[src/common/fpPkg.sv]
package fpPkg;

	// single precision field widths
	localparam int SGL_EXP_W = 8;
	localparam int SGL_MAN_W = 23;	// stored bits, hidden bit excluded

	// double precision field widths
	localparam int DBL_EXP_W = 11;
	localparam int DBL_MAN_W = 52;	// stored bits, hidden bit excluded

	// exponent biases
	localparam int SGL_BIAS = 127;
	localparam int DBL_BIAS = 1023;

	// rebias step between the formats, 1023-127
	localparam int BIAS_DIFF = DBL_BIAS - SGL_BIAS;

	// all-ones exponents mark infinity and nan
	localparam int SGL_EXP_MAX = (1 << SGL_EXP_W) - 1;
	localparam int DBL_EXP_MAX = (1 << DBL_EXP_W) - 1;

	// one 64 bit word, read either as a double or as a single in the low half
	// the converters build their results through the same view
	typedef union packed {
		struct packed {
			logic sgn;
			logic [DBL_EXP_W-1:0] exp;
			logic [DBL_MAN_W-1:0] man;
		} dbl;
		struct packed {
			logic [31:0] pad;	// upper half, zero for single results
			logic sgn;
			logic [SGL_EXP_W-1:0] exp;
			logic [SGL_MAN_W-1:0] man;
		} sgl;
	} fpWord;

endpackage

[src/common/fpFieldsIf.sv]
// decomposed fields of one float, sized per format
interface fpFieldsIf #(
	parameter int EXP_W = fpPkg::SGL_EXP_W,
	parameter int MAN_W = fpPkg::SGL_MAN_W
) ();

	logic sgn;	// sign
	logic [EXP_W-1:0] exp;	// biased exponent as stored
	logic [MAN_W:0] man;	// mantissa, hidden bit restored on top
	logic xinf;	// exponent all ones, inf or nan
	logic xz;	// exponent zero, denormal or zero
	logic vz;	// whole value zero

	// decomposer side
	modport src (output sgn, exp, man, xinf, xz, vz);

	// converter side
	modport dst (input sgn, exp, man, xinf, xz, vz);

endinterface

[src/rtl/fpDecomp.sv]
// splits a single or double into its fields and class flags
module fpDecomp #(
	parameter int W = 32	// 32 or 64
) (
	input logic [W-1:0] i,
	fpFieldsIf.src f
);
	import fpPkg::*;

	localparam int EXP_W = (W == 64) ? DBL_EXP_W : SGL_EXP_W;
	localparam int MAN_W = (W == 64) ? DBL_MAN_W : SGL_MAN_W;

	logic [EXP_W-1:0] expF;	// raw exponent field
	logic [MAN_W-1:0] manF;	// raw mantissa field
	logic expOnes;
	logic expZero;

	assign expF = i[W-2 -: EXP_W];
	assign manF = i[MAN_W-1:0];

	assign expOnes = &expF;
	assign expZero = ~|expF;

	assign f.sgn = i[W-1];
	assign f.exp = expF;

	// hidden one only for normals
	// denormals keep a zero on top
	assign f.man = {~expZero, manF};

	assign f.xinf = expOnes;
	assign f.xz = expZero;
	assign f.vz = expZero & ~|manF;	// +0 or -0

endmodule

[src/rtl/cntlz24.sv]
// leading zero count over a 24 bit mantissa, 24 when all zero
module cntlz24 (
	input logic [23:0] i,
	output logic [4:0] lz
);

	// leading zeros of one byte, 8 for an empty byte
	function automatic logic [3:0] lzByte(input logic [7:0] b);
		logic [3:0] n;
		n = 4'd8;
		for (int k = 0; k < 8; k++) begin
			if (b[k])
				n = 4'(7 - k);	// highest set bit wins, loop runs upward
		end
		return n;
	endfunction

	logic [7:0] hiB, midB, loB;

	assign hiB = i[23:16];
	assign midB = i[15:8];
	assign loB = i[7:0];

	// pick the first nonempty byte from the top
	always_comb begin
		if (|hiB)
			lz = 5'(lzByte(hiB));
		else if (|midB)
			lz = 5'd8 + 5'(lzByte(midB));
		else
			lz = 5'd16 + 5'(lzByte(loB));	// empty low byte gives 24
	end

endmodule

[src/convert/fs2d.sv]
// single to double conversion, exact in every case
module fs2d (
	input fpPkg::fpWord a,
	output fpPkg::fpWord o
);
	import fpPkg::*;

	localparam int PAD_W = DBL_MAN_W - SGL_MAN_W;	// 29 low mantissa bits gained

	fpFieldsIf #(.EXP_W(SGL_EXP_W), .MAN_W(SGL_MAN_W)) sf ();

	logic [4:0] lz;	// leading zeros of the 24 bit mantissa
	logic [SGL_MAN_W-1:0] denMan;	// denormal fraction after renormalizing
	logic [DBL_EXP_W-1:0] denExp;

	fpDecomp #(.W(32)) uDecomp (
		.i({a.sgl.sgn, a.sgl.exp, a.sgl.man}),
		.f(sf)
	);

	// hidden bit is zero for a denormal, so lz is at least one there
	cntlz24 uLz (
		.i(sf.man),
		.lz(lz)
	);

	// shift past the leading one so it becomes the new hidden bit
	assign denMan = sf.man[SGL_MAN_W-1:0] << (lz + 5'd1);

	// single denormals sit at 2^-126, well inside double range
	assign denExp = DBL_EXP_W'(BIAS_DIFF + 1) - DBL_EXP_W'(lz);	// 897 - lz

	always_comb begin
		o = '0;
		o.dbl.sgn = sf.sgn;	// sign always passes
		if (sf.vz) begin
			o.dbl.exp = '0;	// signed zero
			o.dbl.man = '0;
		end
		else if (sf.xinf) begin
			o.dbl.exp = DBL_EXP_W'(DBL_EXP_MAX);
			o.dbl.man = {sf.man[SGL_MAN_W-1:0], {PAD_W{1'b0}}};	// nan payload kept
		end
		else if (sf.xz) begin
			o.dbl.exp = denExp;
			o.dbl.man = {denMan, {PAD_W{1'b0}}};
		end
		else begin
			// plain rebias, mantissa widened
			o.dbl.exp = DBL_EXP_W'(sf.exp) + DBL_EXP_W'(BIAS_DIFF);
			o.dbl.man = {sf.man[SGL_MAN_W-1:0], {PAD_W{1'b0}}};
		end
	end

endmodule

[src/convert/fd2s.sv]
// double to single conversion, round to nearest even
module fd2s (
	input fpPkg::fpWord a,
	output fpPkg::fpWord o
);
	import fpPkg::*;

	localparam int GUARD_W = 32;	// extra low bits that catch a denormal shift
	localparam int WIDE_W = DBL_MAN_W + 1 + GUARD_W;	// 85
	localparam int KEEP_W = SGL_MAN_W + 1;	// kept bits incl hidden
	localparam int G_POS = WIDE_W - KEEP_W - 1;	// guard bit index
	localparam int DIF_W = SGL_MAN_W;	// top stored bits that carry over on nan

	fpFieldsIf #(.EXP_W(DBL_EXP_W), .MAN_W(DBL_MAN_W)) df ();

	logic [12:0] expEff;	// double exponent, denormals at 1
	logic [12:0] e;	// rebiased to single, wraps negative
	logic isDen;	// result below smallest single normal
	logic [12:0] shFull;
	logic [4:0] shAmt;	// capped right shift for denormal results
	logic [WIDE_W-1:0] wide;
	logic [KEEP_W-1:0] kept;
	logic g, r, s;	// guard, round, sticky
	logic roundUp;
	logic [KEEP_W:0] rounded;	// one spare bit for the carry
	logic [12:0] expBase;
	logic [12:0] expFinal;
	logic ovf;
	logic isNan;
	logic [SGL_MAN_W-1:0] nanMan;

	fpDecomp #(.W(64)) uDecomp (
		.i(a.dbl),
		.f(df)
	);

	assign expEff = df.xz ? 13'd1 : 13'(df.exp);
	assign e = expEff - 13'(BIAS_DIFF);
	assign isDen = e[12] | (e == 13'd0);	// e <= 0

	// shift so the value lands at single exponent 1
	assign shFull = 13'd1 - e;
	always_comb begin
		if (!isDen)
			shAmt = 5'd0;
		else if (shFull > 13'd31)
			shAmt = 5'd31;	// everything already in sticky
		else
			shAmt = shFull[4:0];
	end

	// normal results discard the low 29 bits, denormals lose more
	assign wide = {df.man, {GUARD_W{1'b0}}} >> shAmt;
	assign kept = wide[WIDE_W-1 -: KEEP_W];
	assign g = wide[G_POS];
	assign r = wide[G_POS-1];
	assign s = |wide[G_POS-2:0];

	// ties go to the even neighbour
	assign roundUp = g & (r | s | kept[0]);
	assign rounded = {1'b0, kept} + (KEEP_W+1)'(roundUp);

	// the top two rounded bits add the exponent back
	// 01 normal, 10 mantissa carry, 01 from a denormal that rounded up to normal
	assign expBase = isDen ? 13'd0 : e - 13'd1;
	assign expFinal = expBase + 13'(rounded[KEEP_W:KEEP_W-1]);
	assign ovf = ~isDen & (expFinal >= 13'(SGL_EXP_MAX));	// above 2^127

	// nan keeps its top payload bits, still a nan if those are zero
	assign isNan = df.xinf & |df.man[DBL_MAN_W-1:0];
	assign nanMan = df.man[DBL_MAN_W-1 -: DIF_W]
		| {~|df.man[DBL_MAN_W-1 -: DIF_W], {(DIF_W-1){1'b0}}};

	always_comb begin
		o = '0;	// upper half stays zero
		o.sgl.sgn = df.sgn;
		if (isNan) begin
			o.sgl.exp = SGL_EXP_W'(SGL_EXP_MAX);
			o.sgl.man = nanMan;
		end
		else if (df.xinf || ovf) begin
			o.sgl.exp = SGL_EXP_W'(SGL_EXP_MAX);	// infinity
			o.sgl.man = '0;
		end
		else if (df.vz) begin
			o.sgl.exp = '0;	// signed zero
			o.sgl.man = '0;
		end
		else begin
			o.sgl.exp = expFinal[SGL_EXP_W-1:0];
			o.sgl.man = rounded[SGL_MAN_W-1:0];	// zero after a carry
		end
	end

endmodule

[src/rtl/fpConvert.sv]
// float format converter, single<->double, one clock latency
module fpConvert (
	input logic clk,
	input logic arstN,
	input logic ld,	// load strobe
	input logic dir,	// 0 single to double, 1 double to single
	input logic [63:0] a,
	output logic [63:0] o,
	output logic done	// one cycle after each ld
);
	import fpPkg::*;

	fpWord opnd;	// operand seen as either format
	fpWord sdRes;	// single to double result
	fpWord dsRes;	// double to single result
	fpWord res;

	assign opnd = a;

	// both converters run on every operand
	fs2d uS2d (
		.a(opnd),
		.o(sdRes)
	);

	fd2s uD2s (
		.a(opnd),
		.o(dsRes)
	);

	// fd2s already clears the upper half
	assign res = dir ? dsRes : sdRes;

	// result register, held between loads
	always_ff @(posedge clk or negedge arstN) begin
		if (!arstN) begin
			o <= '0;
		end
		else if (ld) begin
			o <= res;
		end
	end

	// done follows ld by one clock
	always_ff @(posedge clk or negedge arstN) begin
		if (!arstN)
			done <= 1'b0;
		else
			done <= ld;
	end

endmodule

[config.mk]
export PLATFORM = sky130hd
export DESIGN_NAME = fpConvert
export DESIGN_NICKNAME = d
export VERILOG_FILES = /design/src/common/fpPkg.sv /design/src/common/fpFieldsIf.sv /design/src/rtl/fpDecomp.sv /design/src/rtl/cntlz24.sv /design/src/convert/fs2d.sv /design/src/convert/fd2s.sv /design/src/rtl/fpConvert.sv
export SDC_FILE = /design/constraint.sdc
export NUM_CORES = 1
export LEC_CHECK = 0
export BUFFER_PORTS_ARGS = -buffer_cell sky130_fd_sc_hd__buf_2
export CAP_MARGIN = 5
export CORE_ASPECT_RATIO = 0.6
export CORE_MARGIN = 10
export CORE_UTILIZATION = 55
export DETAILED_ROUTE_END_ITERATION = 10
export GPL_TIMING_DRIVEN = 0
export PLACE_DENSITY_LB_ADDON = 0.12
export SETUP_SLACK_MARGIN = 0.2
export SYNTH_ARGS = -nofsm -noshare
export SYNTH_HDL_FRONTEND = slang
export SYNTH_SLANG_ARGS = --single-unit
export TNS_END_PERCENT = 100
[constraint.sdc]
create_clock -name clk -period 1.75 [get_ports clk]
set_clock_uncertainty 0.15 [all_clocks]
set_input_delay 0.175 -clock clk [delete_from_list [all_inputs] [get_ports clk]]
set_output_delay 0.175 -clock clk [all_outputs]
set_load 0.05 [all_outputs]
==> metrics, run 1 <==
Row Count=37; die width=189 um; Detail Placement HPWL=40100 um; CTS Buf Count=9; asr flop ratio synth=1.00; stage reached=global routing; Yosys top cell area share=0.169; first error=[ERROR GRT-0232] Routing congestion too high. Check the congestion heatmap in the GUI.; global placement routability congestion=1.17; Primary FF master, synth=dfrtp_1; starting density of the core=0.557; Synth Register Bits=64; CTS sink cnt=64; area leader, netlist=dfrtp_1; synth unique cells=97; PortBufs=94; Worst EP kind=register data pin; Clock Path Buffers=2; IO Pins=133; die height=122 um; Post-Syn Nets=1391; EDFF count, synth=0; Worst Endpoint after GRT Repair=o[17]$_DFFE_PN0P_/D; outcome=stopped before the end; dpl cell area=0.0111 sq mm; CTS H-tree depth=3; top cells by area, synth=dfrtp_1 (17%), mux2i_1 (6.8%), nand2_1 (4.4%), nor2_1 (4.4%), a21oi_1 (4.3%); Seq/Total Area, Yosys=0.169; largest net degree at the start of global routing=42; GRT overflow=108; Syn Std Cell Area=0.00947 sq mm; Total GRT Usage=0.777; Synth Warn #=0; post-place setup slack=-7.21 ns; most frequent cells after synthesis=nand2_1 (112), nor2_1 (112), clkbuf_1 (104), a21oi_1 (81); clk root buf=clkbuf_16; Mean Syn Cell Area=7.23 sq um; Synth Instances=1309
metal layers:
layer | global-route usage | overflow
met1 | 0.786 | 2
met2 | 0.868 | 51
met3 | 0.736 | 8
met4 | 0.717 | 46
met5 | 0.383 | 1
metrics by stage:
step | hold WS [ns] | TNS [ns] | instances | util
after CTS | 0.0240 | -198.39 | 1781 | 0.830
after detailed placement | 0.0426 | -265.56 | 1638 | 0.656
after global placement | 0.147 | -271.16 | 1637 | 0.655
after floorplan | -0.271 | -186.81 | 1309 | -
logic make-up after synthesis:
group | after synthesis | share of synthesized area
and+or+nand+nor | 512 | 0.276
AOI/OAI and AO/OA | 430 | 0.337
buffers and inverters | 171 | 0.0727
muxes | 76 | 0.0867
DFF | 64 | 0.169
xor gates and xnor gates | 42 | 0.0389
adders and majority gates | 14 | 0.0193
what timing repair did:
action	CTS
resized for setup	336
hold buffers	2
cloned	4
hold endpoints to repair	24
pin swaps	94
endpoints found under the setup margin	62
buffers inserted	121
==> inputs of run 2 (changes only) <==
--- a/config.mk
+++ b/config.mk
@@ -7,13 +7,11 @@
 export LEC_CHECK = 0
 export BUFFER_PORTS_ARGS = -buffer_cell sky130_fd_sc_hd__buf_2
 export CAP_MARGIN = 5
-export CORE_ASPECT_RATIO = 0.6
 export CORE_MARGIN = 10
-export CORE_UTILIZATION = 55
+export CORE_UTILIZATION = 40
 export DETAILED_ROUTE_END_ITERATION = 10
 export GPL_TIMING_DRIVEN = 0
-export PLACE_DENSITY_LB_ADDON = 0.12
-export SETUP_SLACK_MARGIN = 0.2
+export PLACE_DENSITY_LB_ADDON = 0.15
 export SYNTH_ARGS = -nofsm -noshare
 export SYNTH_HDL_FRONTEND = slang
 export SYNTH_SLANG_ARGS = --single-unit
==> metrics, run 2 <==
outcome=finished, violations left; failing checks=setup timing; GRT overflow=0; Syn Std Cell Area=0.00947 sq mm (unchanged); largest net degree at the start of global routing=39; R2R setup slack=0.34 ns; highest clock rate=129 MHz; Final Hold Fails=0; DR iter-0 viols=2324; setup ws final=-5.97 ns; DR DRC count=0; post-place setup slack=-7.52 ns (-0.313 ns); vias per std cell=7.06; maximum vdd drop=608 uV; die width=174 um (-8.2%); CTS sink cnt=64 (unchanged); Skew-Pair Late Insertion Delay=0.33 ns; period utilisation layout=4.41; crit-path max FO=8; total wire length=57600 um; Pre-Repair DR Iteration Count=6; CTS Buf Count=9 (unchanged); Critical Path Max Stage Delay=0.58 ns; Clock Pin Slew Worst Setup and Hold Paths=0.06 ns; max reg flops=63; Slowest-stage cell, CP=or4_4; Yosys top cell area share=0.169 (unchanged); Inserted Diodes=0; CP required=1.79 ns; vias in the first global route=12500; Clock Path Buffers=2 (unchanged); area leader, netlist=dfrtp_1; Hold Crit Class=in2reg; die height=174 um (+43%); PortBufs=94 (unchanged); commonest non-fill, non-tap cell in the layout=buf_4; Row Count=56 (+51%); Seq/Total Area, Yosys=0.169 (unchanged); worst slew pin tran=1.06 ns; Final #Nets=1712; RSZ-0062 raised after global routing=yes; Synth Register Bits=64 (unchanged); CTS tree=yes; startpoint types=primary input; CTS H-tree depth=3 (unchanged); die area=0.0302 sq mm; top cells by area, synth=dfrtp_1 (17%), mux2i_1 (6.8%), nand2_1 (4.4%), nor2_1 (4.4%), a21oi_1 (4.3%); crit path capture type=flop; critical path class=in2reg; wire length per cell=29.5 um; layout cells sized above 1=0.440; asr flop ratio synth=1.00 (unchanged); Synth Instances=1309 (unchanged); most frequent cells after synthesis=nand2_1 (112), nor2_1 (112), clkbuf_1 (104), a21oi_1 (81); Lkg Pwr=6.07 nW; post-route minimum period=7.72 ns; pwr/cell area=474 mW/mm^2; Primary FF master, synth=dfrtp_1; biggest regs=o x63, done x1; most frequent cells in the layout=buf_4 (168), nand2_1 (96), buf_2 (91), nor2_1 (82), dfrtp_1 (64); EDFF count, synth=0 (unchanged); Worst EP arrival=7.77 ns; clk root buf=clkbuf_16; Top reg by flops=o; Vias=13800; global placement routability congestion=1.06 (-9.3%); most frequent CP cell=buf_4; first-pass GRT wire length=81000 um; Post-Syn Nets=1391 (unchanged); Mean Syn Cell Area=7.23 sq um (unchanged); max-slew violation count=0; synth unique cells=97 (unchanged); Placeable Area=0.0234 sq mm; Post-Route Utilization=0.663; Synth Warn #=0 (unchanged); Worst slew margin=0.292; hold_ws=0.0112 ns; ANT nets after route=0; Total GRT Usage=0.342; IO Pins=133 (unchanged); Area Overhead vs Synth=63.8%; initial antenna violation count=0; Detail Placement HPWL=39500 um (-1.7%); starting density of the core=0.405 (-0.153); Final setup viols=62; Max Cap Viol=0
-- run 2: cell counts after synthesis --
No cell type changed its count.
-- run 2: worst paths after layout --
path | start | end | depth (start not counted)
max in group asynchronous | arstN | o[14] | 3
worst min register to register | o[39] | o[39] | 1
worst max-delay path | a[59] | o[0] | 36
worst max register to register | o[0] | o[0] | 4
worst min-delay path | a[23] | o[52] | 3
min in group asynchronous | arstN | o[36] | 2
-- run 2: cell type report --
| cell class | count | area (sq um) |
|---|---|---|
| inverters | 34 | 141 |
| repair buffers | 312 | 2560 |
| plain buffers | 135 | 1290 |
| well taps | 319 | 399 |
| clock buffers | 11 | 253 |
| multi-input cells | 1074 | 9220 |
| fillers | 1948 | 7900 |
| clock inverters | 3 | 42.5 |
| flip-flops and latches | 64 | 1600 |
-- run 2: kinds of logic (layout without fill, tap and decap cells) --
kind of cell               after synthesis  after routing  synth area share
and+or+nand+nor                        512            512             0.276
AOI/OAI and AO/OA                      430            430             0.337
buffers and inverters                  171            495            0.0727
muxes                                   76             76            0.0867
DFF                                     64             64             0.169
xor gates and xnor gates                42             42            0.0389
adders and majority gates               14             14            0.0193
-- run 2: where the power goes --
part / internal (mW) / switching (mW)
Sequential: 1.59 / 0.0733
Combinational: 1.40 / 2.51
Clock: 1.16 / 0.620
-- run 2: critical path, delay by kind of cell --
| family | cells | cell delay (ns) |
|---|---|---|
| simple gates | 13 | 3.54 |
| xor+xnor | 1 | 0.17 |
| fa+ha+maj | 2 | 0.41 |
| compound gates | 8 | 1.67 |
| buf+inv | 12 | 1.77 |
-- run 2: repair_timing --
action | 4_1_cts | 5_1_grt
setup buffers | 112 | 101
resized for setup | 259 | 233
setup endpoints to repair | 62 | 62
pin swaps | 92 | 128
hold buffers | 3 | 0
hold endpoints to repair | 39 | 0
cloned | 3 | 2
-- run 2: through the flow --
step / cells / total power [mW] / setup TNS (ns) / area [sq um]
CTS: 1853 / 6.79 / -206.82 / 13700
global placement: 1722 / 4.54 / -271.28 / 11200
floorplan: 1309 / 3.59 / -186.81 / 10400
detailed placement: 1723 / 4.53 / -272.01 / 11200
finish: 1952 / 7.35 / -209.53 / 15500
global route: 1952 / 7.54 / -215.75 / 15500
-- run 2: metal layers --
layer / routed length (um) / vias to the layer above / track usage
li1: - / 5711 / -
met1: 22000 / 6529 / 0.448
met2: 24500 / 1236 / 0.520
met3: 7660 / 303 / 0.0830
met4: 3520 / 0 / 0.150
met5: 0 / - / 0
No activity file was read; power rests on OpenSTA's default activity.
